`src/verilog/mfifo_pkg.sv`:
```
// Shared sizes and the staging slot type for the multi-FIFO; import it wherever these are needed
package mfifo_pkg;

  // Four logical FIFOs carved out of one shared RAM
  localparam int NUM_FIFOS = 4;

  // Total number of words in the shared data RAM
  localparam int DEPTH = 16;

  // Width of one data word
  localparam int WIDTH = 8;

  // Width of the binary FIFO ID on the push port
  localparam int ID_W = 2;

  // Width of a RAM address
  localparam int ADDR_W = 4;

  // Width of an item count, which must reach DEPTH itself
  localparam int COUNT_W = 5;

  // One staging slot per FIFO sits between the RAM and the pop port
  // A pending slot has a read in flight, and its data lands on the next edge
  typedef enum logic [1:0] {
    slot_empty   = 2'd0,
    slot_pending = 2'd1,
    slot_full    = 2'd2
  } slot_state_t;

endpackage

```
`src/verilog/mfifo_size_calc.sv`:
```
// Checks the base/bound layout of the logical FIFOs and derives each FIFO's size from it
`timescale 1ns/1ps

module mfifo_size_calc (
  input  logic                                             clk,
  input  logic                                             rst,
  input  logic [mfifo_pkg::NUM_FIFOS-1:0][mfifo_pkg::ADDR_W-1:0]  config_base,
  input  logic [mfifo_pkg::NUM_FIFOS-1:0][mfifo_pkg::ADDR_W-1:0]  config_bound,
  output logic [mfifo_pkg::NUM_FIFOS-1:0][mfifo_pkg::COUNT_W-1:0] config_size,
  output logic                                             config_error
);

  import mfifo_pkg::*;

  // One violation flag per FIFO, OR-ed together before the register
  logic [NUM_FIFOS-1:0] fifo_bad;

  // Bounds are inclusive, so a range of one address still holds one item
  always_comb begin
    for (int i = 0; i < NUM_FIFOS; i++) begin
      config_size[i] = COUNT_W'(config_bound[i]) - COUNT_W'(config_base[i]) + COUNT_W'(1);
    end
  end

  // A FIFO is bad if it reaches past the RAM, is turned inside out,
  // or starts at or below where the previous FIFO ends
  always_comb begin
    for (int i = 0; i < NUM_FIFOS; i++) begin
      fifo_bad[i] = (COUNT_W'(config_base[i]) >= COUNT_W'(DEPTH)) ||
                    (COUNT_W'(config_bound[i]) >= COUNT_W'(DEPTH)) ||
                    (config_base[i] > config_bound[i]);
      if (i > 0) begin
        if (config_base[i] <= config_bound[i-1]) begin
          fifo_bad[i] = 1'b1;
        end
      end
    end
  end

  // Held low in reset, then tracks the layout from the first edge after it
  always_ff @(posedge clk) begin
    if (rst) begin
      config_error <= 1'b0;
    end else begin
      config_error <= |fifo_bad;
    end
  end

endmodule

```
`config.mk`:
```
export PLATFORM = sky130hd
export DESIGN_NAME = mfifo_size_calc
export DESIGN_NICKNAME = d
export VERILOG_FILES = /design/src/verilog/mfifo_pkg.sv /design/src/verilog/mfifo_size_calc.sv
export SDC_FILE = /design/constraint.sdc
export NUM_CORES = 1
export LEC_CHECK = 0
export ABC_AREA = 1
export BUFFER_PORTS_ARGS = -buffer_cell sky130_fd_sc_hd__buf_2
export CELL_PAD_IN_SITES_DETAIL_PLACEMENT = 0
export CELL_PAD_IN_SITES_GLOBAL_PLACEMENT = 1
export CORE_AREA = 2 2 71 73
export CTS_CLUSTER_DIAMETER = 30
export DETAILED_ROUTE_END_ITERATION = 7
export DIE_AREA = 0 0 73 75
export PLACE_DENSITY = 0.82
export SETUP_SLACK_MARGIN = 0.1
export SLEW_MARGIN = 20
export SYNTH_ARGS = -nofsm -noshare
export SYNTH_HDL_FRONTEND = slang
export SYNTH_SLANG_ARGS = --single-unit
export TNS_END_PERCENT = 50
```
`constraint.sdc`:
```
create_clock -name clk -period 1.4 [get_ports clk]
set_input_delay 0.21 -clock clk [delete_from_list [all_inputs] [get_ports clk]]
set_output_delay 0.21 -clock clk [all_outputs]
set_load 0.02 [all_outputs]
```
Yosys cells after proc, flatten, opt, wreduce, memory -nomap -nowiden
Cells that the tools add are included.
{ "word_totals": {"register_bits": 1, "in_bits": 34, "output_inout_bits": 21} }
{ "op_classes": {"addsub": 8, "magnitude_cmp": 7, "n_mux": 3, "n_reduce_logical": 1} }
{ "op_table": {"columns": ["op", "n"], "rows": [
  ["adder 5 x 1 -> 5 bit (second input constant)", 4],
  ["subtractor 4 x 4 -> 5 bit", 4],
  ["greater-than comparator 4 bit", 4],
  ["<= comparator 4 bit", 3],
  ["OR reduction 4 bit", 1],
  ["two-way mux 1 bit", 3]
]} }

Longest topological paths before layout
{ "depth": {"word_depth": 3, "ltp_mapped": 10} }

Least setup slack after synthesis
OpenSTA, ideal clock, no wires.
{ "synth_timing": {"path_type": "in2out", "from": "input config_bound[1] (netlist bit)", "to": "output config_size[3] (netlist bit)", "arrival_ns": 1.575, "setup_slack_ns": -0.385, "cell_stages": 7, "path_buffers": 0, "cell_sequence": "inv_1 -> ha_1 -> inv_1 -> ha_1 -> inv_1 -> fa_1 -> xnor2_1"} }
{ "synth_rtl": {"columns": ["item", "line_no", "rtl"], "rows": [
  ["start: declaration", "mfifo_size_calc.sv:8", "input logic [mfifo_pkg::NUM_FIFOS-1:0][mfifo_pkg::ADDR_W-1:0] config_bound,"],
  ["end: declaration", "mfifo_size_calc.sv:9", "output logic [mfifo_pkg::NUM_FIFOS-1:0][mfifo_pkg::COUNT_W-1:0] config_size,"]
]} }

==> summary.txt <==
Finish
  – Area Overhead vs Synth: 108.9%
  – Fill cells: 380
  – Post-layout util: 63.25%
  – Non-Filler Instances: 346
  – Share of post-route cells with drive strength above 1: 69.86%
  – Post-layout nets: 388
  – Most flops, register: config_error
  – Biggest regs: config_error: 1 flops
  – Diodes inserted: 0
  – Max reg flops: 1

Pwr
  – Sw frac: 45.20%
  – Comb pwr share: 97.8%
  – Cell Pwr Density: 488.6 mW/mm^2
  – Lkg Pwr: 1.437 nW
  – Net Sw Power: 0.6510 mW
  – VDD IR max: 248.3 uV
  – Clock power share: 0%
  – Pint: 0.7893 mW
  – Register share of total power: 2.2%

Floorplan
  – Die width: 73 um
  – Top Ports: 55
  – Site Rows: 25
  – Die ar.: 0.005475 sq mm
  – Initial Utilization: 30.28%
  – Die Y-Extent: 75 um
  – Core Region: 0.004661 sq mm

Synth
  – Seq/Total Area, Yosys: 1.418%
  – Async set-reset flop share out of synthesis: 0%
  – Number of synthesized register bits: 1
  – Leading area contributor after synthesis: ha_1
  – Synth Warn #: 0
  – Syn_nets: 285
  – Most frequent cell after synthesis: inv_1
  – Number of flops mapped to enable cells by yosys: 0
  – Predominant post-synthesis flop cell: dfxtp_1
  – Commonest cells in the synthesized netlist: 55 x inv_1, 52 x ha_1, 34 x nand2_1
  – Yosys top cell area share: 46.10%
  – Top cells by area, synth: ha_1 46%, inv_1 15%, fa_1 11%, nand2_1 9.0%, xnor2_1 5.0%
  – Synth Cell Area: 0.001411 sq mm
  – Syn_area_per_cell: 7.389 sq um
  – Syn Inst Count: 191
  – Cell variety after synth: 14

STA
  – Min Tclk post-route: 1669 ps
  – Final hold viol count: 0
  – Final setup viols: 17
  – Max Clock Freq: 0.5992 GHz
  – TNS Setup: -2768 ps
  – Slew Limit Fails: 0
  – Fin crit share: 119.2%
  – Final setup margin: -268.8 ps
  – Worst slew margin: 91.45%
  – Tightest Pin Transition: 128.2 ps
  – RSZ-0062 raised after global routing: true

Global routing
  – Initial antenna violation count: 0
  – GR Util All Layers: 13.53%
  – GRT overflow: 0
  – Global-route wire length before repair: 6141 um
  – Largest net degree at the start of global routing: 5
  – Vias in the first global route: 1433

Drt
  – First DRT Iteration DRCs: 24
  – Antenna Nets Post-Route: 0
  – Mean routed wirelength per cell: 10.66 um
  – Initial DRT Pass Iterations: 4
  – Max layer used: met3
  – Routed wl met2: 2040 um
  – Via-to-Cell Ratio: 4.280
  – DR WL met3: 118 um
  – Vias: 1481
  – Wl on met1: 1532 um
  – Residual DRC count: 0
  – WL final: 3690 um

Setup path
  – CP max FO: 3
  – CP Capture Type: output port
  – Crit path launch type: input pin
  – Worst EP arrival: 1460 ps
  – CP Data Required Time: 1190 ps
  – Crit path kind: in -> out

Flow run
  – Maxcap violations: 0

Place
  – GPL Wtd Cong: 0.7439
  – Post-DP HPWL: 3097 um
  – Post-Place Cells: 341
  – Port Buf Inserts: 54

Outcome
  – Failing checks: negative setup slack
  – Status: finished, violations left

CTS
  – Hold-fix buffers, CTS: 0
  – Reg clk slew, reported paths: 0 ps

Worst hold path
  – Hold Path Class: in -> reg
-- cells by family (layout without fill, tap and decap cells) --
group / Yosys count / after routing / share of synthesized area [%]
buf+inv: 58 / 159 / 15.43
simple gates: 51 / 51 / 15.69
compound gates: 13 / 13 / 5.053
xor+xnor: 8 / 8 / 4.965
flops: 1 / 1 / 1.418
fa+ha+maj: 60 / 60 / 57.45
-- routing by layer --
layer	global-route usage, %	vias to the layer above
li1	-	783
met1	18.13	666
met2	25.73	32
met3	0.4016	0
met4	0	0
met5	0	-
-- cell type report --
| cell class | instances | area (sq um) | share of cell area (%) |
|---|---|---|---|
| inverter | 58 | 272.8 | 9.253 |
| multi-input combinational | 132 | 1782 | 60.44 |
| sequential | 1 | 20.02 | 0.6791 |
| tap | 54 | 67.56 | 2.292 |
| timing repair buffer | 101 | 805.8 | 27.33 |
-- critical path, cell delays in order --
cell	delay, ps
buf_8	100
inv_8	50
ha_4	200
inv_2	60
ha_4	130
inv_2	40
fa_2	520
inv_2	40
buf_6	120
-- through the flow --
stage	cell area, sq um	hold slack (ps)	power (mW)	setup WS, ps
3_5_place_dp	2467	372.5	1.157	-391.6
5_1_grt	2948	375.7	1.574	-304.9
3_3_place_gp	2467	369.4	1.138	-381.9
4_1_cts	2778	372.5	1.366	-278.0
2_1_floorplan	1814	279.1	0.7947	-111.8
6_report	2948	369.4	1.440	-268.8
-- cells in the final DEF (no fill, tap or decap), drive strengths merged --
cell type and count:
a21oi 12, buf 101, dfxtp 1, fa 8
ha 52, inv 58, nand2 35, nand3 8
nand4 4, nor2 4, o21bai 1, xnor2 8
-- path summary, 6_finish.rpt --
check	startpoint	endpoint	slack [ps]	depth (start not counted)
setup / recovery	config_bound[5]	config_size[7]	-270	9
hold / removal	rst	config_error	370	2
-- repair_timing --
action	4_1_cts	5_1_grt
gates cloned	0	0
setup endpoints to repair	17	17
pin swaps	22	27
hold endpoints to repair	0	0
setup buffers	4	1
gates resized for setup	72	41
-- power by group through the flow --
stage               Sequential (mW)  Combinational (mW)  Clock [mW]
floorplan                    0.0335               0.761           0
global placement             0.0311                1.11           0
detailed placement           0.0311                1.13           0
CTS                          0.0311                1.34           0
global route                 0.0313                1.54           0
finish                       0.0311                1.41           0
Note: power is estimated with default switching activity, not from simulation.
