==> src/verilog/mfifo_pkg.sv <==
// Shared sizes and the staging slot type for the multi-FIFO; import it wherever these are needed
package mfifo_pkg;

  // Four logical FIFOs carved out of one shared RAM
  localparam int NUM_FIFOS = 4;

  // Total number of words in the shared data RAM
  localparam int DEPTH = 16;

  // Width of one data word
  localparam int WIDTH = 8;

  // Width of the binary FIFO ID on the push port
  localparam int ID_W = 2;

  // Width of a RAM address
  localparam int ADDR_W = 4;

  // Width of an item count, which must reach DEPTH itself
  localparam int COUNT_W = 5;

  // One staging slot per FIFO sits between the RAM and the pop port
  // A pending slot has a read in flight, and its data lands on the next edge
  typedef enum logic [1:0] {
    slot_empty   = 2'd0,
    slot_pending = 2'd1,
    slot_full    = 2'd2
  } slot_state_t;

endpackage

==> src/verilog/mfifo_push_ctrl.sv <==
// Push side of the multi-FIFO; turns an accepted push into one RAM write at the addressed tail
`timescale 1ns/1ps

module mfifo_push_ctrl (
  input  logic                                            clk,
  input  logic                                            rst,
  input  logic [mfifo_pkg::NUM_FIFOS-1:0][mfifo_pkg::ADDR_W-1:0] config_base,
  input  logic [mfifo_pkg::NUM_FIFOS-1:0][mfifo_pkg::ADDR_W-1:0] config_bound,
  input  logic                                            config_error,
  input  logic                                            push_valid,
  input  logic [mfifo_pkg::WIDTH-1:0]                     push_data,
  input  logic [mfifo_pkg::ID_W-1:0]                      push_fifo_id,
  input  logic [mfifo_pkg::NUM_FIFOS-1:0]                 push_full,
  output logic                                            push_ready,
  output logic                                            ram_wr_valid,
  output logic [mfifo_pkg::ADDR_W-1:0]                    ram_wr_addr,
  output logic [mfifo_pkg::WIDTH-1:0]                     ram_wr_data,
  input  logic [mfifo_pkg::NUM_FIFOS-1:0][mfifo_pkg::ADDR_W-1:0] tail,
  output logic [mfifo_pkg::NUM_FIFOS-1:0]                 advance_tail,
  output logic [mfifo_pkg::NUM_FIFOS-1:0][mfifo_pkg::ADDR_W-1:0] tail_next
);

  import mfifo_pkg::*;

  // Set on the first edge out of reset, the same edge that first loads config_error,
  // so a bad layout never gets a window in which a push could slip through
  logic push_en;

  always_ff @(posedge clk) begin
    if (rst) begin
      push_en <= 1'b0;
    end else begin
      push_en <= 1'b1;
    end
  end

  // Only the addressed FIFO's fullness matters; other IDs keep flowing
  assign push_ready = push_en && !config_error && !push_full[push_fifo_id];

  // Every accepted push is exactly one RAM write
  assign ram_wr_valid = push_valid && push_ready;
  assign ram_wr_addr  = tail[push_fifo_id];
  assign ram_wr_data  = push_data;

  // Decode the ID into a one-hot tail advance
  always_comb begin
    for (int i = 0; i < NUM_FIFOS; i++) begin
      advance_tail[i] = ram_wr_valid && (push_fifo_id == ID_W'(i));
    end
  end

  // Next tail for every FIFO, wrapping from bound back to base
  always_comb begin
    for (int i = 0; i < NUM_FIFOS; i++) begin
      if (tail[i] == config_bound[i]) begin
        tail_next[i] = config_base[i];
      end else begin
        tail_next[i] = tail[i] + ADDR_W'(1);
      end
    end
  end

endmodule

==> config.mk <==
export PLATFORM = sky130hd
export DESIGN_NAME = mfifo_push_ctrl
export DESIGN_NICKNAME = d
export VERILOG_FILES = /design/src/verilog/mfifo_pkg.sv /design/src/verilog/mfifo_push_ctrl.sv
export SDC_FILE = /design/constraint.sdc
export NUM_CORES = 1
export LEC_CHECK = 0
export BUFFER_PORTS_ARGS = -buffer_cell sky130_fd_sc_hd__buf_2
export CAP_MARGIN = 20
export CORE_ASPECT_RATIO = 1.4
export CORE_MARGIN = 1
export CORE_UTILIZATION = 33
export DETAILED_ROUTE_END_ITERATION = 10
export HOLD_SLACK_MARGIN = 0.12
export PLACE_DENSITY = 0.81
export SYNTH_ARGS = -nofsm -noshare
export SYNTH_HDL_FRONTEND = slang
export SYNTH_SLANG_ARGS = --single-unit
==> constraint.sdc <==
create_clock -name clk -period 1.2 [get_ports clk]
set_clock_uncertainty 0.05 [all_clocks]
set_input_delay 0.06 -clock clk [delete_from_list [all_inputs] [get_ports clk]]
set_output_delay 0.06 -clock clk [all_outputs]
set_load 0.03 [all_outputs]
; ---- Yosys cells after proc, flatten, opt, wreduce, memory -nomap -nowiden
; Cells that the tools add are included.
[word_totals]
register_bits = 1
latch_bits = 0
mem_bits_rw = 0
mem_bits_ro = 0
inputBits = 66
out_inout_bits = 34
elab_cells = 32
memories = 0
[op_classes]
addsub = 4
mul = 0
div = 0
n_lt_le_gt_ge = 1
eq_ne = 7
shifts = 0
mux = 9
n_bitwise = 0
reduce_logical = 10
[op_table]
columns = op, count
row1 = 2-to-1 mux 4 bit, 5
row2 = adder 4 x 1 -> 4 bit (second input constant), 4
row3 = equality test 4 bit, 4
row4 = binary-select mux 4 bit (select 2 bit), 1
row5 = logical AND 1 bit, 7
row6 = equality test 2 bit (second input constant), 2
row7 = less-than comparator 2 x 3 -> 1 bit (second input constant), 1
row8 = binary-select mux 1 bit (select 2 bit), 1
row9 = equality test 2 x 1 -> 1 bit (second input constant), 1
row10 = logical NOT 1 bit, 2
row11 = logical NOT 2 bit, 1
row12 = 2-to-1 mux 1 bit, 2

; ---- Longest topological paths before layout
[logic_depth]
ltp_word = 6
mapped_depth = 4
ltp_nobuf = 3

; ---- Worst setup path after synthesis
; OpenSTA, ideal clock, no wires.
[synth_timing]
kind = input -> output
from = in push_fifo_id[1] in the netlist's numbering
to = out push_ready
t_arrival_ps = 1490
required_time_ps = 1090
path_slack_ps = -400
cell_stages = 4
path_buffers = 1
cell_sequence = buf_4 > mux2i_1 > o21ai_0 > nor4bb_1
[synth_between]
elab_chain_cells = 4
[synth_rtl]
columns = element, line_no
row1 = from (decl), mfifo_push_ctrl.sv:12  ; input logic [mfifo_pkg::ID_W-1:0] push_fifo_id,
row2 = binary-select mux 1 bit (select 2 bit), mfifo_push_ctrl.sv:38  ; assign push_ready = push_en && !config_error && !push_full[push_fifo_id];
row3 = 2-to-1 mux 1 bit (implied by the code), mfifo_push_ctrl.sv:38
row4 = logical NOT 1 bit, mfifo_push_ctrl.sv:38
row5 = logical AND 1 bit, mfifo_push_ctrl.sv:38
row6 = to (decl), mfifo_push_ctrl.sv:14  ; output logic push_ready,
; Every way passes these cells. The select of a mux whose other input is x is not followed.

==> results.ini <==
[status]
status=finished with violations
violations=DRC, setup timing

[setup_path]
critPathMaxStageDelay_ps=400
cp-start-kind=primary input
path_class=in2out
worst-endpoint-required_ps=1090
worstSetupEndpointType=output port
crit_chain=buf_2, xnor2_2, nand4_1, mux2_4, buf_6
critical_path_arrival_ps=1220
slowest_stage=mux2_4
crit_fanout=4

[yosys]
syn_inst=87
synth_edf_count=0
synth_nets=157
ys_seq_elements=1
yosys.area.top_type=xnor2_1
synth_top_area_share=0.215
synthTopCellsByArea=xnor2_1 21%, mux2_2 12%, buf_4 8.3%, mux4_2 8.3%, ha_1 6.1%
ys_warn_count=0
yosys.cell_types.count=23
synth_area_per_cell_um2=9.38
syn_area_um2=816
synth_most_common_cell=xnor2_1
synth-seq-area-share=0.0245
ys_async_sr_fraction=0
synth_commonest_cells=20 x xnor2_1, 9 x buf_4, 9 x mux2_2
synth-main-ff-cell=dfxtp_1

[die]
die_h_um=60.8
die_area_um2=2680
die_w_um=44.0
initial_core_util=0.362
rows=20
core_area_um2=2250
ioPinCount=100

[final_layout]
drive_above_1_share=0.742
layout.cells.non_filler=204
largest_reg_flops=1
antenna_cells=0
reg.largest.list=push_en (1)
fin_nets=254
areaGrowthSynthToFinish_pct=106
largest_register=push_en

[hold_path]
hold_class=in2reg
min_path_cells=2

[placement]
dpl.cell_count=194
io_buffers=83
dp_hpwl_um=2200
gp_congestion=0.750

[cts]
clk_pin_slew_worst_paths_ps=0

[power]
peakVddDrop_mv=0.362
power.leakage_nw=0.869
p_total_w=0.000928
cellPowerDensity_nw_per_um2=553

[route]
routedWlPerCell_um=17.9
wl_met3_um=320
drtIter0Drc=20
ant_nets=0
route.met2.wl_um=1980
drc=10
m1WireLength_um=1200
via_count=1120
drt_pre_antenna_iters=7
via_per_inst=5.49
highest_layer=met4
wl_um=3650

[global_route]
antenna_found_initial=0
grt_max_degree=12
grtUsageTotal=0.189
grt_pass1_wl_um=3990
grt_pass1_vias=993
grt_overflow=0

[job]
max-cap-violations=0

[sta]
rsz0062_at_grt=yes
post-route-period-util=1.11
finalMaxSlewViolations=0
worst_slew_pin_slew_ps=326
slew_headroom=0.782
setup_violations=4
hold_ws_ps=160
fin_ws_ps=-126
hold_viol=0
fmax_ghz=0.754
fin_crit_ps=1330

==> area by class of cell <==
class                   count  area, um^2
flip-flops and latches      1        20.0
inverters                   5        18.8
fillers                   149         574
well taps                  22        27.5
multi-input cells          71         896
repair buffers            105         716
==> per-layer routing <==
metal | track usage | vias to the layer above
met5 | 0 | -
met4 | 0.0260 | 0
met3 | 0.0208 | 15
met2 | 0.408 | 90
met1 | 0.190 | 510
li1 | - | 505
==> worst max-delay path, delay by kind of cell <==
family / cells / cell delay, ps
buf+inv: 2 / 270
xor+xnor: 1 / 170
simple gates: 1 / 310
mux: 1 / 400
==> final timing paths <==
check / from / endpoint / slack, ps
worst max-delay path: config_bound[9] / tail_next[10] / -130
worst min-delay path: rst / push_en / 160
==> kinds of logic (layout without fill, tap and decap cells) <==
family,count (synthesis),after routing,synth area share
compound gates,1,1,0.00613
fa+ha+maj,4,4,0.0614
simple gates,21,21,0.182
buf+inv,15,110,0.112
flops,1,1,0.0245
mux,21,21,0.356
xor+xnor,24,24,0.258
==> per-stage QoR <==
step	setup WS [ps]	area [um^2]	utilization	TNS (ps)
after global routing	-107	1680	0.745	-469
after detailed placement	-76.5	1300	0.577	-286
final	-126	1680	0.745	-402
after floorplan	-124	838	-	-160
after global placement	-34.2	1300	0.577	-62.5
after CTS	0.166	1460	0.649	0
==> layout by cell type (no fill, tap or decap), drive strengths merged <==
cell / netlist / final
xor2: 4 / 4
nor2: 1 / 1
dlygate4sd3: 0 / 8
buf: 10 / 97
nor3b: 2 / 2
and4: 3 / 3
nand3: 5 / 5
o21ai: 1 / 1
nand4b: 2 / 2
nand4: 4 / 4
nor4: 1 / 1
mux2i: 5 / 5
nand3b: 1 / 1
ha: 4 / 4
inv: 5 / 5
nor4bb: 1 / 1
mux2: 12 / 12
mux4: 4 / 4
xnor2: 20 / 20
dfxtp: 1 / 1
nor3: 1 / 1
==> where the power goes <==
group | switching, W | total (W) | internal, W
clock | 0 | 0 | 0
sequential | 0.00000135 | 0.0000371 | 0.0000358
combinational | 0.000457 | 0.000891 | 0.000434
total | 0.000458 | 0.000928 | 0.000470
==> timing repair <==
| item | CTS | global route |
|---|---|---|
| hold buffers | 8 | 0 |
| endpoints found under the setup margin | 11 | 11 |
| pin swaps | 7 | 15 |
| resized for setup | 14 | 55 |
| endpoints found under the hold margin | 8 | 0 |
| setup buffers | 0 | 2 |
Power figures use the tool's default switching activity.
