$ cat src/verilog/mfifo_pkg.sv
// Shared sizes and the staging slot type for the multi-FIFO; import it wherever these are needed
package mfifo_pkg;

  // Four logical FIFOs carved out of one shared RAM
  localparam int NUM_FIFOS = 4;

  // Total number of words in the shared data RAM
  localparam int DEPTH = 16;

  // Width of one data word
  localparam int WIDTH = 8;

  // Width of the binary FIFO ID on the push port
  localparam int ID_W = 2;

  // Width of a RAM address
  localparam int ADDR_W = 4;

  // Width of an item count, which must reach DEPTH itself
  localparam int COUNT_W = 5;

  // One staging slot per FIFO sits between the RAM and the pop port
  // A pending slot has a read in flight, and its data lands on the next edge
  typedef enum logic [1:0] {
    slot_empty   = 2'd0,
    slot_pending = 2'd1,
    slot_full    = 2'd2
  } slot_state_t;

endpackage

$ cat src/verilog/mfifo_data_ram.sv
// Shared data storage for all logical FIFOs; one write port and one registered read port
`timescale 1ns/1ps

module mfifo_data_ram (
  input  logic                         clk,
  input  logic                         rst,
  input  logic                         wr_valid,
  input  logic [mfifo_pkg::ADDR_W-1:0] wr_addr,
  input  logic [mfifo_pkg::WIDTH-1:0]  wr_data,
  input  logic                         rd_addr_valid,
  input  logic [mfifo_pkg::ADDR_W-1:0] rd_addr,
  output logic                         rd_data_valid,
  output logic [mfifo_pkg::WIDTH-1:0]  rd_data
);

  import mfifo_pkg::*;

  logic [WIDTH-1:0] mem [DEPTH];

  always_ff @(posedge clk) begin
    if (wr_valid) begin
      mem[wr_addr] <= wr_data;
    end
  end

  // Read data shows up one cycle after the address
  always_ff @(posedge clk) begin
    if (rd_addr_valid) begin
      rd_data <= mem[rd_addr];
    end
  end

  // The valid flag trails the address by the same one cycle
  always_ff @(posedge clk) begin
    if (rst) begin
      rd_data_valid <= 1'b0;
    end else begin
      rd_data_valid <= rd_addr_valid;
    end
  end

endmodule

$ cat config.mk
export PLATFORM = sky130hd
export DESIGN_NAME = mfifo_data_ram
export DESIGN_NICKNAME = d
export VERILOG_FILES = /design/src/verilog/mfifo_pkg.sv /design/src/verilog/mfifo_data_ram.sv
export SDC_FILE = /design/constraint.sdc
export NUM_CORES = 1
export LEC_CHECK = 0
export ABC_CLOCK_PERIOD_IN_PS = 1600
export BUFFER_PORTS_ARGS = -buffer_cell sky130_fd_sc_hd__buf_4
export CORE_MARGIN = 2
export CORE_UTILIZATION = 40
export DETAILED_ROUTE_END_ITERATION = 10
export GPL_TIMING_DRIVEN = 0
export PLACE_DENSITY = 0.58
export SYNTH_ARGS = -nofsm -noshare
export SYNTH_HDL_FRONTEND = slang
export SYNTH_SLANG_ARGS = --single-unit
$ cat constraint.sdc
create_clock -name clk -period 1.6 [get_ports clk]
set_input_delay 0.16 -clock clk [delete_from_list [all_inputs] [get_ports clk]]
set_output_delay 0.16 -clock clk [all_outputs]
set_load 0.1 [all_outputs]
* Word level (Yosys, flattened, before mapping) *
Memory sizes are Yosys's and may differ from the RTL's. A register that Yosys moved wholly into a read port is not among the register bits.
Index checks and enable logic that the tools add are counted.

word-level totals
  bits in registers = 1
  RAM bits = 128
  bits of input ports = 20
  word-level logic and storage cells = 4
  memories = 1

memory list
  memory  words  bits a word  read ports  clocked after memory_dff  wr ports  RTL line              RTL
  mem     16     8            1           1                         1         mfifo_data_ram.sv:18  logic [WIDTH-1:0] mem [DEPTH];

cells by class
  mux-type cells = 2

operator list
  operator           number
  two-way mux 1 bit  2

* Logic depth before layout (Yosys ltp) *
Gate-level depths: netlist of run 1.

  word-level depth = 2
  gate-level depth with buffers = 5
  gate-level depth less buffers = 3

* Worst setup path before layout of run 1 *
Ideal clock, no wire load.

  path type = input port to flip-flop
  from = input wr_addr[2] (netlist bit)
  to = memory mem[0][0], enable pin
  data arrival time = 1.270 ns
  data required time = 1.217 ns
  path slack = -0.053 ns
  cell stages on the path = 2
  path buffers = 0
  cell sequence = or3b_2 > nor3_1

RTL lines
  item         RTL line              RTL
  from (decl)  mfifo_data_ram.sv:8   input logic [mfifo_pkg::ADDR_W-1:0] wr_addr,
  to (decl)    mfifo_data_ram.sv:18

No word-level cell before the write port.

==> results of run 1 <==
-- sequential cells by signal, indices dropped and copies added, names as in the netlist --
signal and cells:
rd_data 8, mem 128, rd_data_valid 1
-- layout by cell type (no fill, tap or decap) --
master / count
a22oi_1: 15
a22oi_2: 1
and2_1: 1
and2b_1: 1
buf_2: 3
buf_4: 28
buf_6: 3
clkbuf_1: 5
clkbuf_16: 17
clkdlybuf4s25_2: 3
clkinv_1: 6
clkinv_2: 2
dfxtp_1: 1
dlygate4sd3_1: 1
edfxtp_1: 136
mux4_1: 14
mux4_2: 18
nand2_1: 9
nand2b_1: 2
nand3_1: 1
nand3b_1: 2
nor2_1: 13
nor2b_1: 2
nor3_1: 3
nor3_2: 1
or3b_2: 1
-- power groups by stage --
| stage | Clock [mW] | Combinational, mW | Sequential (mW) |
|---|---|---|---|
| floorplan | 0 | 0.204 | 4.27 |
| global placement | 0 | 0.539 | 4.13 |
| detailed placement | 0 | 0.545 | 4.13 |
| CTS | 3.24 | 0.549 | 4.06 |
| global route | 3.41 | 0.577 | 4.07 |
| finish | 3.18 | 0.542 | 4.06 |
-- per-layer routing --
metal / vias to the layer above / GRT usage (%) / wire [um] / part of all wire, %
met2: 80 / 23.2 / 4640 / 47
li1: 1080 / - / - / -
met3: 17 / 4.05 / 539 / 5.4
met5: - / 0 / 0 / 0
met4: 0 / 7.59 / 249 / 2.5
met1: 1251 / 20.8 / 4520 / 45
-- cell families after synthesis --
group / synth area share (%)
flip-flops: 78.1
multiplexers: 14.7
AO/OA/AOI/OAI: 2.29
buffers and inverters: 1.64
AND/OR/NAND/NOR: 3.24
-- what timing repair did --
item	4_1_cts	5_1_grt
hold buffers	1	0
endpoints found under the setup margin	1	0
hold endpoints to repair	1	0
gates resized for setup	1	0
-- final timing paths --
kind	end	cells after the start	from
setup / recovery	rd_data[0]	3	mem[1][0]
hold / removal	rd_data[4]	1	rd_addr_valid
setup reg to reg	rd_data[0]	3	mem[1][0]
hold reg to reg	rd_data[3]	3	mem[0][3]
-- layout make-up --
cell class / instances / area [sq um] / area share, %
timing repair buffer: 28 / 213 / 3.45
tap: 172 / 215 / 3.49
clock inverter: 8 / 32.5 / 0.527
clock buffer: 22 / 444 / 7.20
multi-input combinational: 84 / 1070 / 17.4
sequential: 137 / 4100 / 66.5
buffer: 10 / 86.3 / 1.40
-- worst register-to-register path: stages (launching register included) --
cell,delay [ns]
edfxtp_1,0.36
mux4_1,0.53
a22oi_2,0.28
nand2_1,0.12
-- metrics by stage --
stage / hold slack [ns] / setup TNS [ns] / instance area, sq um
global placement: 0.319 / -16.39 / 5680
finish: 0.0255 / 0 / 6170
CTS: 0.0191 / 0 / 6170
global route: 0.0248 / 0 / 6170
floorplan: 0.232 / 0 / 5260
detailed placement: 0.322 / -17.46 / 5680
==> flow_summary.toml, run 1 <==
[critical_path]
required_ns = 1.75
slowest_delay_ns = 0.53
critPathKind = "reg2reg"
crit_slowest_cell = "mux4_1"
start_kind = "register"
worstPathArrival_ns = 1.70
cp_max_fo = 1
endpoint_kind = "register"
r2r_slack_ns = 0.05
path_buf_inv = 0
critPathTopFamily = "multiplexers"
crit_chain = "mux4_1, a22oi_2, nand2_1"

[cts]
htreeDepth = 4
cts_buffers = 17
cts_tree = "yes"
clkTransAtPathRegs_ns = 0.05
insertion_delay_ns = 0.41
cts_sinks = 137
post_cts_buffers = 0
clockBufferDepth = 2
root_buffer = "clkbuf_16"

[global_routing]
grt_use_total_pct = 15.4
antenna_found_initial = 0
grt_pass1_wl_um = 15000
grt_max_degree = 17
grt_pass1_vias = 2451
grt_overflow_total = 0

[place]
dpl.cell_count = 430
portBuffers = 27
pre_cts_slack_ns = -0.393
dp_hpwl_um = 6370
gp_congestion = 0.698

[logic_synthesis]
synthCells = 231
yosys_warnings = 0
post_synth.cell_area_avg_sq_um = 22.7
synth.largest_area_cell = "edfxtp_1"
synth.net_count = 251
netlist-cell-type-count = 19
synth_edf_count = 136
yosysTopAreaCellShare_pct = 77.7
synthTopCellsByArea = "edfxtp_1, mux4_2, mux4_1"
synth-seq-cells = 137
async_flop_share_pct = 0
ys_top_cells_by_count = "edfxtp_1, mux4_2, a22oi_1"
synth-seq-area-share_pct = 78.1
synthFlopType = "edfxtp_1"
synth_most_common_cell = "edfxtp_1"
netlist_area_sq_um = 5250

[sta]
hold_violations = 0
rsz0062_at_grt = "no"
finalWorstSetupSlack_ns = 0.0537
maxSlewViolCount = 0
max_slew_margin_pct = 17.9
fmax_mhz = 647
tightestPinTransition_ns = 1.22
period_share_pct = 96.6
setup_viol = 0
fin_skew_ns = 0.00479
fin_crit_ns = 1.55

[final_layout]
area_growth_pct = 17.4
fillers = 1073
antenna_cells = 0
post-route-util_pct = 48.5
fin_nets = 298
final_cell_count_no_fill = 461
drive_gt1_share_pct = 26.6

[hold_path]
min_path_type = "in2reg"

[pwr]
p_sw_share_pct = 21.1
pwr-share-clk_pct = 40.8
p_sw_mw = 1.64
p_seq_share_pct = 52.2
p_per_area_nw_per_um2 = 1260
p_int_mw = 6.14
comb_power_share_pct = 7.0
ir_drop_uv = 706
p_leak_nw = 2.03
totalPowerFinal_mw = 7.78

[floorplanning]
die_w_um = 119
core_sq_um = 12700
io_pins = 29
dieArea_sq_um = 14100
core.rowCount = 41
die_y_um = 119
initial_core_util_pct = 41.3

[detailed_routing]
wire_per_inst_um = 21.6
vias = 2428
totalWireLength_um = 9950
drcViolationCount = 0
viasPerCell = 5.27
dr.first_iter.drc_count = 191
first_pass_iters = 4
ant_nets = 0

[flow_run]
cap_violations = 0

[outcome]
outcome = "complete, no violations"
Note: power is estimated with default switching activity, not from simulation.
==> inputs of run 2 (changes only) <==
--- a/config.mk
+++ b/config.mk
@@ -6,12 +6,14 @@
 export NUM_CORES = 1
 export LEC_CHECK = 0
 export ABC_CLOCK_PERIOD_IN_PS = 1600
-export BUFFER_PORTS_ARGS = -buffer_cell sky130_fd_sc_hd__buf_4
+export BUFFER_PORTS_ARGS = -buffer_cell sky130_fd_sc_hd__clkbuf_2
+export CELL_PAD_IN_SITES_DETAIL_PLACEMENT = 2
+export CELL_PAD_IN_SITES_GLOBAL_PLACEMENT = 2
 export CORE_MARGIN = 2
 export CORE_UTILIZATION = 40
 export DETAILED_ROUTE_END_ITERATION = 10
 export GPL_TIMING_DRIVEN = 0
-export PLACE_DENSITY = 0.58
+export PLACE_DENSITY = 0.7
 export SYNTH_ARGS = -nofsm -noshare
 export SYNTH_HDL_FRONTEND = slang
 export SYNTH_SLANG_ARGS = --single-unit
==> run 2 against run 1 <==
Against the previous run:
- sequential cell count stayed put
- largest power group unchanged
- critical endpoint is now rd_data[3]
- global-route usage is 3.1 points higher
- maximum frequency is 1.3% higher
- final area is 1.6% higher
- first-iteration DRC count is 32% lower
- clock skew is 0.0047 ns higher
- largest cell class unchanged
- worst hold slack better by 0.11 ns
==> flow_summary.toml, run 2 (synthesis gave the netlist of run 1 again) <==
[detailed_routing]
ant_nets = 0
vias = 2535
dr.first_iter.drc_count = 130
first_pass_iters = 4
drcViolationCount = 0
viasPerCell = 5.48
wire_per_inst_um = 26.3
totalWireLength_um = 12200

[sta]
max_slew_margin_pct = 40.7
fin_crit_ns = 1.53
fin_skew_ns = 0.00946
period_share_pct = 95.4
setup_viol = 0
hold_violations = 0
fmax_mhz = 655
maxSlewViolCount = 0
timing.hold.ws_ns = 0.137
tightestPinTransition_ns = 0.886
rsz0062_at_grt = "no"

[cts]
htreeDepth = 4
insertion_delay_ns = 0.42
cts_buffers = 17
cts_sinks = 137
clkTransAtPathRegs_ns = 0.06
clockBufferDepth = 2
root_buffer = "clkbuf_16"
cts_tree = "yes"

[floorplanning]
core_sq_um = 12700
die_w_um = 119
dieArea_sq_um = 14100
io_pins = 29
initial_core_util_pct = 41.3
die_y_um = 119
core.rowCount = 41

[outcome]
outcome = "complete, no violations"

[place]
portBuffers = 27
place_area_sq_um = 5610
dp_hpwl_um = 8110
gp_congestion = 0.719
dpl.cell_count = 430

[final_layout]
multiInputGateArea_sq_um = 1100
mostFrequentLayoutCell = "edfxtp_1"
largest_reg_flops = 128
final_cell_count_no_fill = 463
seq_area_sq_um = 4100
largestRegisters = "mem x128, rd_data x8, rd_data_valid x1"
antenna_cells = 0
final_cell_mix = "edfxtp_1, clkbuf_2, mux4_2, clkbuf_16, mux4_1"
top_register = "mem"
design_area_sq_um = 6270
area_growth_pct = 19.3
drive_gt1_share_pct = 33.0
fillers = 1153
fin_nets = 298

[global_routing]
grt_overflow_total = 0
grt_pass1_vias = 2719
grt_use_total_pct = 18.5
grt_pass1_wl_um = 18200
grt_max_degree = 17
antenna_found_initial = 0

[critical_path]
worstPathArrival_ns = 1.70
endpoint_kind = "register"
start_kind = "register"
cp_max_fo = 1
required_ns = 1.77
critPathKind = "reg2reg"

[pwr]
p_per_area_nw_per_um2 = 1380
ir_drop_uv = 786
totalPowerFinal_mw = 8.63
p_leak_nw = 2.08

[flow_run]
cap_violations = 0

[hold_path]
min_path_type = "in2reg"
-- run 2: cell types whose count changed in the layout (fill, tap and decap cells not counted), sizes merged --
cell and delta:
clkinv -4, clkinvlp +5, clkbuf +25, buf -27, bufinv +3
-- run 2: power breakdown --
group | total [mW] | internal [mW] | switching (mW)
Combinational | 0.539 | 0.161 | 0.378
Sequential | 4.07 | 4.04 | 0.0233
Clock | 4.02 | 2.56 | 1.47
Total | 8.63 | 6.76 | 1.87
-- run 2: path summary, 6_finish.rpt --
kind / start / endpoint / slack [ns] / cells past startpoint
max: mem[5][3] / rd_data[3] / 0.07 / 3
min: rd_addr_valid / rd_data[2] / 0.14 / 1
max reg2reg: mem[5][3] / rd_data[3] / 0.07 / 3
min reg2reg: mem[8][7] / rd_data[7] / 0.79 / 3
-- run 2: final cells by class --
class / count / area share [%]
Timing Repair Buffer: 28 / 2.32
Multi-Input combinational cell: 84 / 17.6
Clock buffer: 20 / 7.45
Clock inverter: 12 / 2.36
Buffer: 10 / 1.38
Sequential cell: 137 / 65.5
Tap cell: 172 / 3.43
-- run 2: metrics by stage --
step	setup TNS (ns)	worst slack (ns)	util [%]
2_1_floorplan	0	0.158	-
3_3_place_gp	-15.65	-0.372	44.1
3_5_place_dp	-20.75	-0.390	44.1
4_1_cts	0	0.00153	49.1
5_1_grt	0	0.0307	49.3
6_report	0	0.0739	49.3
-- run 2: timing repair --
action                     CTS  global route
hold buffers                 1             0
hold endpoints to repair     1             0
setup endpoints to repair   10            10
gates resized for setup      3             3
gates cloned                 0             0
setup buffers                0             0
-- run 2: critical path, stage by stage, from the launching register on --
cell      delay [ns]
edfxtp_1        0.37
mux4_1          0.58
a22oi_1         0.25
nand2_1         0.08
-- run 2: per-layer routing --
layer / global-route usage [%] / part of all wire (%) / up-vias
li1: - / - / 1084
met1: 25.5 / 46 / 1369
met2: 28.7 / 49 / 68
met3: 4.44 / 3.9 / 14
met4: 6.92 / 1.2 / 0
met5: 0 / 0 / -
