**config.mk**
```make
export PLATFORM = sky130hd
export DESIGN_NAME = mfifo_ptr_mgr
export DESIGN_NICKNAME = d
export VERILOG_FILES = /design/src/verilog/mfifo_pkg.sv /design/src/verilog/mfifo_ptr_mgr.sv
export SDC_FILE = /design/constraint.sdc
export NUM_CORES = 1
export LEC_CHECK = 0
export ABC_CLOCK_PERIOD_IN_PS = 1700
export BUFFER_PORTS_ARGS = -buffer_cell sky130_fd_sc_hd__buf_2
export CORE_UTILIZATION = 45
export CTS_BUF_LIST = sky130_fd_sc_hd__clkbuf_16
export DETAILED_ROUTE_END_ITERATION = 10
export PLACE_DENSITY = 0.85
export SYNTH_ARGS = -nofsm -noshare
export SYNTH_HDL_FRONTEND = slang
export SYNTH_SLANG_ARGS = --single-unit
```
**constraint.sdc**
```tcl
create_clock -name clk -period 1.7 [get_ports clk]
set_input_delay 0.17 -clock clk [delete_from_list [all_inputs] [get_ports clk]]
set_output_delay 0.17 -clock clk [all_outputs]
set_load 0.01 [all_outputs]
```
**src/verilog/mfifo_pkg.sv**
```systemverilog
// Shared sizes and the staging slot type for the multi-FIFO; import it wherever these are needed
package mfifo_pkg;

  // Four logical FIFOs carved out of one shared RAM
  localparam int NUM_FIFOS = 4;

  // Total number of words in the shared data RAM
  localparam int DEPTH = 16;

  // Width of one data word
  localparam int WIDTH = 8;

  // Width of the binary FIFO ID on the push port
  localparam int ID_W = 2;

  // Width of a RAM address
  localparam int ADDR_W = 4;

  // Width of an item count, which must reach DEPTH itself
  localparam int COUNT_W = 5;

  // One staging slot per FIFO sits between the RAM and the pop port
  // A pending slot has a read in flight, and its data lands on the next edge
  typedef enum logic [1:0] {
    slot_empty   = 2'd0,
    slot_pending = 2'd1,
    slot_full    = 2'd2
  } slot_state_t;

endpackage

```
**src/verilog/mfifo_ptr_mgr.sv**
```systemverilog
// Keeps the tail, head and item count of each logical FIFO and flags full and empty from them
`timescale 1ns/1ps

module mfifo_ptr_mgr (
  input  logic                                             clk,
  input  logic                                             rst,
  input  logic [mfifo_pkg::NUM_FIFOS-1:0][mfifo_pkg::ADDR_W-1:0]  config_base,
  input  logic [mfifo_pkg::NUM_FIFOS-1:0][mfifo_pkg::ADDR_W-1:0]  config_bound,
  input  logic [mfifo_pkg::NUM_FIFOS-1:0][mfifo_pkg::COUNT_W-1:0] config_size,
  input  logic [mfifo_pkg::NUM_FIFOS-1:0]                  advance_tail,
  input  logic [mfifo_pkg::NUM_FIFOS-1:0][mfifo_pkg::ADDR_W-1:0]  tail_next,
  output logic [mfifo_pkg::NUM_FIFOS-1:0][mfifo_pkg::ADDR_W-1:0]  tail,
  output logic [mfifo_pkg::NUM_FIFOS-1:0]                  push_full,
  input  logic [mfifo_pkg::NUM_FIFOS-1:0]                  head_ready,
  output logic [mfifo_pkg::NUM_FIFOS-1:0]                  head_valid,
  output logic [mfifo_pkg::NUM_FIFOS-1:0][mfifo_pkg::ADDR_W-1:0]  head,
  output logic [mfifo_pkg::NUM_FIFOS-1:0]                  ram_empty
);

  import mfifo_pkg::*;

  // Items currently held in the RAM for each FIFO
  logic [NUM_FIFOS-1:0][COUNT_W-1:0] count;
  logic [NUM_FIFOS-1:0][ADDR_W-1:0]  head_next;

  // Head wraps the same way the push side wraps the tail
  always_comb begin
    for (int i = 0; i < NUM_FIFOS; i++) begin
      if (head[i] == config_bound[i]) begin
        head_next[i] = config_base[i];
      end else begin
        head_next[i] = head[i] + ADDR_W'(1);
      end
    end
  end

  // The layout is stable across reset, so both pointers start at base
  always_ff @(posedge clk) begin
    for (int i = 0; i < NUM_FIFOS; i++) begin
      if (rst) begin
        tail[i] <= config_base[i];
        head[i] <= config_base[i];
      end else begin
        if (advance_tail[i]) begin
          tail[i] <= tail_next[i];
        end
        if (head_ready[i]) begin
          head[i] <= head_next[i];
        end
      end
    end
  end

  // A head advance frees the entry when the read is issued, not when it pops,
  // so a push and an advance in the same cycle leave the count unchanged
  always_ff @(posedge clk) begin
    for (int i = 0; i < NUM_FIFOS; i++) begin
      if (rst) begin
        count[i] <= '0;
      end else begin
        case ({advance_tail[i], head_ready[i]})
          2'b10:   count[i] <= count[i] + COUNT_W'(1);
          2'b01:   count[i] <= count[i] - COUNT_W'(1);
          default: count[i] <= count[i];
        endcase
      end
    end
  end

  // Flags come straight from the count
  always_comb begin
    for (int i = 0; i < NUM_FIFOS; i++) begin
      push_full[i]  = (count[i] == config_size[i]);
      ram_empty[i]  = (count[i] == '0);
      head_valid[i] = !ram_empty[i];
    end
  end

endmodule

```
# Word-level counts from Yosys, hierarchy flattened
# Cells that the tools add are included.
# classes
add_sub_neg	12
n_reduce_logical	20
n_eq_ne	16
mux	24
# op_table
operator	count
2-to-1 mux 4 bit	20
one-hot mux 5 bit (2 select lines)	4
nonzero test 2 bit	12
adder 5 x 1 -> 5 bit, second input constant	4
== test 5 bit	4
logical NOT 5 bit	4
subtractor 5 x 1 -> 5 bit, second input constant	4
adder 4 x 1 -> 4 bit, second input constant	4
== test 4 bit	4
== test 2 x 1 -> 1 bit, second input constant	4
== test 2 bit, second input constant	4
logical NOT 1 bit	4
# totals
register_bits	52
elab_cells	84

# Depth between registers and ports, before layout
# Gate-level depths: netlist (run 1).
# logic_depth
depth_word	4
depth_mapped	10
mapped_depth_nobuf	9

# Least setup slack after synthesis (run 1)
# OpenSTA, ideal clock, no wires.
# synth_path
path_kind	input -> register
startpoint	input advance_tail[0] (netlist name)
endpoint	register count[4] (netlist name)
setup_slack_ns	0.003
arrival_time_ns	1.638
stages	10
required_ns	1.641
n_path_buf	1
setup_ns	0.059
cell_sequence	inv_1 ha_1 buf_2 xor2_1 ha_1 nor2b_1 o21ai_0 nand3_1 a311oi_1 a41o_1
# synth_via
elab_chain_len	2
# synth_lines
item	line	text
start, declared	mfifo_ptr_mgr.sv:10	input logic [mfifo_pkg::NUM_FIFOS-1:0] advance_tail,
== test 2 x 1 -> 1 bit / == test 2 bit (equally long branches)	mfifo_ptr_mgr.sv:61	case ({advance_tail[i], head_ready[i]})
one-hot mux 5 bit (2 select lines) / nonzero test 2 bit (equally long branches)	n/a	
end signal, assigned by index	mfifo_ptr_mgr.sv:62	2'b10: count[i] <= count[i] + COUNT_W'(1);
end signal, assigned by index	mfifo_ptr_mgr.sv:63	2'b01: count[i] <= count[i] - COUNT_W'(1);
end signal, assigned by index	mfifo_ptr_mgr.sv:64	default: count[i] <= count[i];
end, declared	mfifo_ptr_mgr.sv:23	logic [NUM_FIFOS-1:0][COUNT_W-1:0] count;
# Several ways; a longest one is shown, not always the timed one.
# A chain may end at the register's enable or synchronous reset.

# Final worst setup path (run 1)
# layout_path
startpoint	register count[5] (netlist name)
endpoint	output head_valid[1] (netlist name)
# layout_via
elab_chain_len	2
# layout_lines
item	line	text
logical NOT 5 bit	mfifo_ptr_mgr.sv:74	ram_empty[i] = (count[i] == '0);
logical NOT 1 bit	mfifo_ptr_mgr.sv:75	head_valid[i] = !ram_empty[i];
end, declared	mfifo_ptr_mgr.sv:15	output logic [mfifo_pkg::NUM_FIFOS-1:0] head_valid,
# No other way between the ends.

==> run_results.csv, run 1 <==
group,metric,value,unit
place,dp_cells,563,
route,wl_per_cell,13.5,µm
route,via_count,2972,
die,die-area,7850,µm²
route,first_pass_iters,4,
worst_setup_path,r2r_cells,7,
worst_setup_path,path_class,"reg -> out",
timing,fmax,597,MHz
clock_network,clk_pin_slew,0.07,ns
place,postPlaceCellArea,4220,µm²
logic_synthesis,yosys_most_used_dff,"edfxtp_1",
clock_network,clk_latency,0.29,ns
timing,post-route-min-period,1.67,ns
worst_setup_path,crit_arrival,1.50,ns
place,hpwl,6.06,mm
logic_synthesis,syn_area,3380,µm²
die,num_rows,31,
global_routing,track_usage,0.191,
layout,nNetsFinal,569,
logic_synthesis,synth_seq_area_share,0.403,
timing,rsz0062_at_grt,"true",
global_routing,first_global_vias,2711,
clock_network,cts.sinks,52,
global_routing,grt_pass1_wl,11.6,mm
die,die_h,88.6,µm
timing,report.final.setup_viol,0,
die,ioPinCount,122,
logic_synthesis,synth_warnings,0,
hold_path,whs_path_depth,2,
worst_setup_path,path_max_fanout,2,
timing,slew_violations,0,
logic_synthesis,synth_edf_count,32,
logic_synthesis,ys_async_sr_fraction,0,
worst_setup_path,critPathCaptureType,"output pin",
worst_setup_path,path_buf_inv,1,
layout,final_common_cell,"buf_2",
timing,max_slew_margin,0.778,
timing,clock_skew,0.00484,ns
layout,synthToLayoutAreaGrowth,33.3,%
die,fp.dieW,88.6,µm
worst_setup_path,rrSetupSlack,0.13,ns
global_routing,grt_antenna_before_repair,0,
layout,final_area,4500,µm²
worst_setup_path,crit_path_start_kind,"flip-flop",
worst_setup_path,crit_required,1.53,ns
job,maxCapViolCount,0,
clock_network,numCtsBuffers,5,
worst_setup_path,critical-path-slowest-cell,"or3_4",
layout,mostFrequentLayoutCells,"buf_2, xnor2_1, buf_4",
clock_network,cts_buffer_depth,2,
global_routing,grt_max_degree,24,
route,ant_nets,0,
power_and_ir_drop,ir_drop,0.488,mV
power_and_ir_drop,p_leak,2.00,nW
logic_synthesis,syn_nets,429,
clock_network,cts-root-buf,"clkbuf_16",
route,wirelength,7.73,mm
die,core,7250,µm²
layout,n_antenna_cell,0,
timing,tightest_slew,0.328,ns
clock_network,htreeDepth,2,
timing,fin_crit_sh,0.985,
logic_synthesis,synth_cell_types,36,
logic_synthesis,synth_seq_cells,52,
hold_path,hp-class,"in -> reg",
run_status,status,"finished, final reports clean",
place,io_buffers,121,
route,drt_iter0_drc,116,
worst_setup_path,path_cells,"or3_4, or3_4, buf_2",
worst_setup_path,rr_startpoint,"count[1]$_SDFFE_PP0P_",
layout,stdcell_count,574,
worst_setup_path,cp_top_family,"simple AND/OR/NAND/NOR gates",
layout,drive_above_1_share,0.440,
hold_path,whs_endpoint,"tail[1]$_DFFE_PP_",
logic_synthesis,syn_area_per_cell,10.1,µm²
die,initial_core_util,0.465,
worst_setup_path,worst-path-stages,3,
timing,whs,0.172,ns
worst_setup_path,crit_top_cell,"or3_4",
global_routing,overflow,0,
route,drt-vias-per-instance,5.18,
power_and_ir_drop,p_per_area,997,nW/µm²
timing,final_hold_viol_count,0,
hold_path,worstHoldStart,"tail_next[1]",
place,gp_congestion,0.868,
power_and_ir_drop,finalPower,4.49,mW
route,drc_errors,0,
worst_setup_path,r2r_end,"count[4]$_SDFFE_PP0P_",
logic_synthesis,syn_inst,334,
clock_network,cts_tree,"built",
worst_setup_path,slowest_delay,0.39,ns
worst max-delay path by stage:
stage	startpoint	endpoint
after floorplan	advance_tail[0]	count[4]$_SDFFE_PP0P_
after global placement	advance_tail[0]	count[4]$_SDFFE_PP0P_
after detailed placement	advance_tail[0]	count[4]$_SDFFE_PP0P_
after CTS	count[11]$_SDFFE_PP0P_	ram_empty[2]
after global routing	count[5]$_SDFFE_PP0P_	ram_empty[1]
final	count[5]$_SDFFE_PP0P_	head_valid[1]
synth_stat cells (6+ instances only):
cell / number / area (µm²)
o21ai_0: 12 / 60.1
or3_1: 10 / 62.6
inv_1: 8 / 30.0
xor2_1: 27 / 236
buf_2: 9 / 45.0
xnor2_1: 35 / 307
edfxtp_1: 32 / 961
ha_1: 17 / 213
mux2_2: 20 / 225
nor2_1: 28 / 105
clkbuf_1: 8 / 30.0
nand3_1: 14 / 70.1
nor2b_1: 6 / 37.5
dfxtp_1: 20 / 400
or2_2: 9 / 56.3
a21oi_1: 33 / 165
cell type report:
type                    count  area [µm²]
repair buffers            154         866
flip-flops and latches     52        1380
fillers                   577        2750
multi-input cells         253        1920
well taps                  99         124
clock buffers               5         125
clock inverters             3        63.8
inverters                   8        30.0
sequential cells by signal (all words and copies together) (netlist names):
| register | flops |
|---|---|
| tail | 16 |
| head | 16 |
| count | 20 |
routing by layer:
layer	GRT usage	vias to the layer above	wire, µm
li1	-	1476	-
met1	0.213	1370	3230
met2	0.358	112	3930
met3	0.0345	14	422
met4	0.0733	0	143
met5	0	-	0
per-stage QoR:
step           setup TNS (ns)   util  setup WS [ns]
2_1_floorplan               0      -        0.00298
3_3_place_gp          -0.0144  0.582        -0.0144
3_5_place_dp           -0.117  0.582        -0.0703
4_1_cts                     0  0.616        0.00453
5_1_grt               -0.0303  0.620        -0.0199
6_report                    0  0.620         0.0253
cells by family (layout without fill, tap and decap cells):
family,after synthesis,in the layout,synth area share
compound gates,62,62,0.106
xor+xnor,62,62,0.161
fa+ha+maj,17,17,0.0630
buf+inv,29,170,0.0423
flops,52,52,0.403
mux,24,24,0.0786
simple gates,88,88,0.146
worst register-to-register path: cells and delay by family (launching register included):
family	cells	cell delay [ns]
compound gates	3	0.52
fa+ha+maj	1	0.24
simple gates	2	0.27
xor+xnor	1	0.16
flops	1	0.33
power breakdown:
part | switching [mW] | internal, mW | total (mW)
logic | 0.701 | 0.784 | 1.49
clock network | 0.446 | 0.839 | 1.28
registers | 0.158 | 1.56 | 1.72
total | 1.31 | 3.18 | 4.49
repair_timing:
action / CTS / global route
gates resized for setup: 13 / 11
endpoints found under the setup margin: 8 / 9
hold buffers: 0 / 0
pin swaps: 0 / 3
gates cloned: 0 / 0
setup buffers: 3 / 0
No activity file was read; power rests on OpenSTA's default activity.
==> run 2: changes to the inputs <==
--- a/config.mk
+++ b/config.mk
@@ -7,6 +7,7 @@
 export LEC_CHECK = 0
 export ABC_CLOCK_PERIOD_IN_PS = 1700
 export BUFFER_PORTS_ARGS = -buffer_cell sky130_fd_sc_hd__buf_2
+export CORE_ASPECT_RATIO = 2
 export CORE_UTILIZATION = 45
 export CTS_BUF_LIST = sky130_fd_sc_hd__clkbuf_16
 export DETAILED_ROUTE_END_ITERATION = 10
==> run 2 against run 1 <==
Critical path depth increased by 1. Sequential share of layout area decreased by 0.15 points. Clock skew decreased by 0.0027 ns. Sequential power hardly changed. Clock power barely moved. Critical path type unchanged. Largest cell class unchanged.
==> run_results.csv, run 2 (synthesis gave the netlist of run 1 again) <==
group,metric,value,unit
global_routing,grt_pass1_wl,13.3,mm
place,dp_cells,555,
global_routing,track_usage,0.210,
layout,largest_reg_flops,20,
timing,max_slew_margin,0.789,
worst_setup_path,rrSetupSlack,0.09,ns
global_routing,grt_max_degree,17,
place,gp_congestion,0.808,
clock_network,cts_tree,"built",
timing,clock_skew,0.00210,ns
die,fp.dieW,63.2,µm
clock_network,clk_pin_slew,0.06,ns
route,drc_errors,0,
global_routing,grt_antenna_before_repair,0,
worst_setup_path,r2r_end,"count[19]$_SDFFE_PP0P_",
die,num_rows,44,
hold_path,hp-class,"in -> reg",
timing,fin_crit_sh,0.998,
worst_setup_path,slowest_delay,0.41,ns
place,hpwl,6.29,mm
route,wl_per_cell,14.4,µm
die,ioPinCount,122,
power_and_ir_drop,switching_share,0.291,
layout,final_common_cell,"buf_2",
clock_network,cts_buffer_depth,2,
worst_setup_path,critical-path-slowest-cell,"or3_4",
worst_setup_path,path_buf_inv,2,
place,place_ws,-0.138,ns
power_and_ir_drop,seq_power_share,0.380,
layout,nNetsFinal,568,
route,wirelength,8.16,mm
timing,fmax,590,MHz
timing,slew_violations,0,
die,core,7270,µm²
clock_network,numCtsBuffers,5,
layout,stdcell_count,566,
global_routing,overflow,0,
run_status,status,"finished, final reports clean",
power_and_ir_drop,pwr-share-comb,0.340,
place,io_buffers,121,
clock_network,cts-root-buf,"clkbuf_16",
layout,drive_above_1_share,0.456,
route,via_count,2994,
worst_setup_path,r2r_cells,8,
worst_setup_path,path_max_fanout,2,
layout,regMostFlops,"count",
worst_setup_path,path_class,"reg -> out",
worst_setup_path,rr_startpoint,"count[16]$_SDFFE_PP0P_",
hold_path,whs_path_depth,2,
layout,mostFrequentLayoutCells,"buf_2, xnor2_1, edfxtp_1, buf_4, a21oi_1",
layout,n_antenna_cell,0,
timing,final_hold_viol_count,0,
power_and_ir_drop,p_switching,1.31,mW
timing,rsz0062_at_grt,"true",
die,die_h,124,µm
hold_path,worstHoldStart,"tail_next[2]",
power_and_ir_drop,p_clk_frac,0.280,
power_and_ir_drop,intPower,3.21,mW
hold_path,whs_endpoint,"tail[2]$_DFFE_PP_",
worst_setup_path,path_cells,"or3_4, or3_4, inv_2, buf_6",
job,maxCapViolCount,0,
global_routing,first_global_vias,3028,
worst_setup_path,crit_top_cell,"or3_4",
clock_network,clk_latency,0.29,ns
worst_setup_path,crit_required,1.53,ns
layout,synthToLayoutAreaGrowth,33.8,%
worst_setup_path,critPathCaptureType,"output pin",
clock_network,cts_hold_buffers,0,
route,first_pass_iters,4,
power_and_ir_drop,p_leak,2.00,nW
worst_setup_path,cp_top_family,"simple AND/OR/NAND/NOR gates",
die,die-area,7870,µm²
timing,report.final.setup_viol,0,
clock_network,htreeDepth,2,
timing,tightest_slew,0.316,ns
worst_setup_path,crit_arrival,1.53,ns
route,drt_iter0_drc,72,
route,drt-vias-per-instance,5.29,
power_and_ir_drop,p_per_area,1000,nW/µm²
power_and_ir_drop,ir_drop,0.416,mV
layout,largestRegisters,"count: 20 flops, head: 16 flops, tail: 16 flops",
clock_network,cts.sinks,52,
route,ant_nets,0,
timing,setup_tns,0,ns
timing,post-route-min-period,1.70,ns
worst_setup_path,crit_path_start_kind,"flip-flop",
die,initial_core_util,0.465,
timing,timing.final.ws_setup,0.00410,ns
-- run 2: changes by cell type in the layout (fill, tap and decap cells not counted), moves of 2 or more --
| cell | delta |
|---|---|
| ha_2 | +4 |
| a21oi_1 | -2 |
| ha_1 | -4 |
| a21oi_2 | +2 |
-- run 2: repair_timing --
item | in CTS | in global routing
pin swaps | 0 | 5
setup buffers | 3 | 0
gates resized for setup | 14 | 19
gates cloned | 0 | 0
setup endpoints to repair | 8 | 10
-- run 2: power groups by stage --
stage | clock, mW | sequential [mW] | combinational, mW
after global placement | 0 | 1.73 | 1.34
after detailed placement | 0 | 1.74 | 1.38
after CTS | 1.28 | 1.71 | 1.47
final | 1.27 | 1.72 | 1.54
after floorplan | 0 | 1.77 | 0.824
after global routing | 1.33 | 1.74 | 1.68
-- run 2: worst register-to-register path: cells and delay by family (launching register included) --
family | cells | cell delay [ns]
flip-flops | 1 | 0.34
XOR/XNOR | 2 | 0.32
AO/OA/AOI/OAI | 2 | 0.32
adder cells (fa/ha/maj) | 1 | 0.21
AND/OR/NAND/NOR | 2 | 0.15
buffers and inverters | 1 | 0.15
-- run 2: final cells by class --
class,count,area (µm²)
Sequential cell,52,1370
Clock inverter,3,63.8
Inverter,8,30.0
Tap cell,92,115
Multi-Input combinational cell,253,1940
Clock buffer,5,125
Fill cell,610,2750
Timing Repair Buffer,153,865
-- run 2: metal layers --
layer  wire [µm]  global-route usage  vias up
met5           0                   0        -
met4         163              0.0842        0
met3         346              0.0220       12
met2        4710               0.423       97
met1        2940               0.207     1419
li1            -                   -     1466
-- run 2: worst max path at each step --
| stage | from | to | depth (start not counted) |
|---|---|---|---|
| final | count[15]$_SDFFE_PP0P_ | ram_empty[3] | 4 |
| after global placement | advance_tail[0] | count[4]$_SDFFE_PP0P_ | 10 |
| after CTS | count[16]$_SDFFE_PP0P_ | ram_empty[3] | 4 |
| after detailed placement | advance_tail[0] | count[4]$_SDFFE_PP0P_ | 10 |
| after global routing | count[15]$_SDFFE_PP0P_ | ram_empty[3] | 4 |
| after floorplan | advance_tail[0] | count[4]$_SDFFE_PP0P_ | 10 |
-- run 2: through the flow --
stage | util | hold WS [ns] | area, µm² | total power [mW]
after CTS | 0.613 | 0.181 | 4460 | 4.47
after floorplan | - | 0.390 | 3380 | 2.60
final | 0.622 | 0.182 | 4520 | 4.52
after detailed placement | 0.578 | 0.478 | 4200 | 3.12
after global placement | 0.578 | 0.472 | 4200 | 3.07
after global routing | 0.622 | 0.186 | 4520 | 4.75
==> run 3: changes to the inputs <==
--- a/config.mk
+++ b/config.mk
@@ -7,6 +7,7 @@
 export LEC_CHECK = 0
 export ABC_CLOCK_PERIOD_IN_PS = 1700
 export BUFFER_PORTS_ARGS = -buffer_cell sky130_fd_sc_hd__buf_2
+export CAP_MARGIN = 20
 export CORE_ASPECT_RATIO = 2
 export CORE_UTILIZATION = 45
 export CTS_BUF_LIST = sky130_fd_sc_hd__clkbuf_16
==> constraint.sdc (replaced) <==
create_clock -name clk -period 1.7 [get_ports clk]
set_input_delay 0.17 -clock clk [delete_from_list [all_inputs] [get_ports clk]]
set_output_delay 0.17 -clock clk [all_outputs]
set_load 0.05 [all_outputs]
==> run 3 against run 2 <==
The run now ends with negative setup slack left. Clock skew about the same. Global-route usage increased by 0.51 points. Final area grew 2.8%. Flip-flop and latch count unchanged. Count of clock-buffer cells in the layout unchanged. Setup slack got worse by 0.063 ns. Critical path depth unchanged. First-iteration DRC count is 2.8% higher. Combinational power up 50%. Via count is 0.13% lower. Maximum frequency is 3.6% lower. Power is 10% higher. Critical endpoint unchanged. Largest cell class unchanged.
==> run_results.csv, run 3 (synthesis gave the netlist of run 1 again) <==
group,metric,value,unit
place,io_buffers,121,
die,die_h,124,µm
route,drt_iter0_drc,74,
worst_setup_path,crit_arrival,1.59,ns
place,dp_cells,554,
worst_setup_path,critPathCaptureType,"output pin",
clock_network,clk_latency,0.28,ns
layout,drive_above_1_share,0.474,
timing,rsz0062_at_grt,"true",
timing,fin_crit_sh,1.03,
hold_path,hp-class,"in -> reg",
worst_setup_path,critical-path-slowest-cell,"or3_4",
global_routing,track_usage,0.215,
layout,n_antenna_cell,0,
place,place_ws,-0.206,ns
layout,postLayoutCoreUtil,0.639,
global_routing,use_met3,0.0302,
die,ioPinCount,122,
layout,regMostFlops,"count",
timing,post-route-min-period,1.76,ns
power_and_ir_drop,p_per_area,1070,nW/µm²
clock_network,numCtsBuffers,5,
worst_setup_path,path_max_fanout,2,
global_routing,overflow,0,
layout,n_fill_cell,619,
route,first_pass_iters,4,
die,die-area,7870,µm²
layout,nNetsFinal,571,
route,via_count,2990,
worst_setup_path,slowest_delay,0.37,ns
route,drc_errors,0,
timing,whs,0.183,ns
clock_network,cts_hold_buffers,0,
die,num_rows,44,
layout,largestRegisters,"count: 20 flops, head: 16 flops, tail: 16 flops",
global_routing,met1_usage,0.232,
power_and_ir_drop,p_leak,2.01,nW
global_routing,grt_max_degree,17,
worst_setup_path,path_cells,"or3_4, or3_4, clkinvlp_4, buf_8",
worst_setup_path,crit_path_start_kind,"flip-flop",
die,fp.dieW,63.2,µm
place,postPlaceCellArea,4300,µm²
layout,largest_reg_flops,20,
timing,clock_skew,0.00239,ns
timing,fmax,569,MHz
clock_network,cts_tree,"built",
timing,timing.final.ws_setup,-0.0585,ns
route,wl_per_cell,14.4,µm
run_status,violations,"negative setup slack",
clock_network,cts_buffer_depth,2,
timing,report.final.setup_viol,5,
timing,final_hold_viol_count,0,
global_routing,grt_antenna_before_repair,0,
worst_setup_path,crit_top_cell,"or3_4",
clock_network,cts.sinks,52,
global_routing,grt_pass1_wl,13.6,mm
global_routing,first_global_vias,3059,
power_and_ir_drop,finalPower,4.99,mW
clock_network,clk_pin_slew,0.06,ns
place,gp_congestion,0.842,
job,maxCapViolCount,0,
layout,regArea,1370,µm²
layout,final_area,4640,µm²
worst_setup_path,path_class,"reg -> out",
die,initial_core_util,0.465,
timing,max_slew_margin,0.746,
timing,slew_violations,0,
layout,stdcell_count,569,
layout,final_common_cell,"buf_2",
layout,synthToLayoutAreaGrowth,37.6,%
timing,tightest_slew,0.377,ns
route,wirelength,8.17,mm
power_and_ir_drop,ir_drop,0.659,mV
global_routing,gr-usage-met2,0.412,
global_routing,busiest_layer,"met2",
route,drt-vias-per-instance,5.25,
run_status,status,"finished with violations",
layout,mostFrequentLayoutCells,"buf_2, buf_4, xnor2_1",
route,ant_nets,0,
worst_setup_path,crit_required,1.53,ns
place,hpwl,6.45,mm
clock_network,htreeDepth,2,
die,core,7270,µm²
layout,multiInputGateArea,2010,µm²
clock_network,cts-root-buf,"clkbuf_16",
timing,setup_tns,-0.146,ns
-- run 3: report_power, final --
group	internal [mW]	switching (mW)	total, mW
clock network	0.535	0.414	0.949
logic	0.953	1.36	2.31
registers	1.56	0.166	1.73
-- run 3: timing repair --
| item | in CTS | in global routing |
|---|---|---|
| buffers inserted | 6 | 1 |
| endpoints found under the setup margin | 9 | 16 |
| endpoints found under the hold margin | 0 | 0 |
| gates resized for setup | 34 | 16 |
| pin swaps | 4 | 5 |
-- run 3: area by class of cell --
class	count	area share
inverter	8	0.00970
multi-input combinational	253	0.433
clock buffer	5	0.0269
tap	92	0.0248
clock inverter	3	0.00323
timing repair buffer	156	0.207
sequential	52	0.296
-- run 3: critical path: cells and delay by family, from the launching register on --
kind                   cells  cell delay, ns
buffers and inverters      2            0.22
DFF                        1            0.34
and+or+nand+nor            2            0.74
-- run 3: metal layers --
metal,up-vias,wire length [µm]
li1,1474,-
met1,1415,3040
met2,91,4670
met3,10,333
met4,0,125
met5,-,0
-- run 3: worst paths after layout --
kind         slack, ns                   start  cells after the start                     end
min               0.18            tail_next[6]                      2       tail[6]$_DFFE_PP_
min reg2reg       0.54  count[11]$_SDFFE_PP0P_                      2  count[11]$_SDFFE_PP0P_
max              -0.06  count[16]$_SDFFE_PP0P_                      4            ram_empty[3]
max reg2reg          0   count[1]$_SDFFE_PP0P_                      7   count[4]$_SDFFE_PP0P_
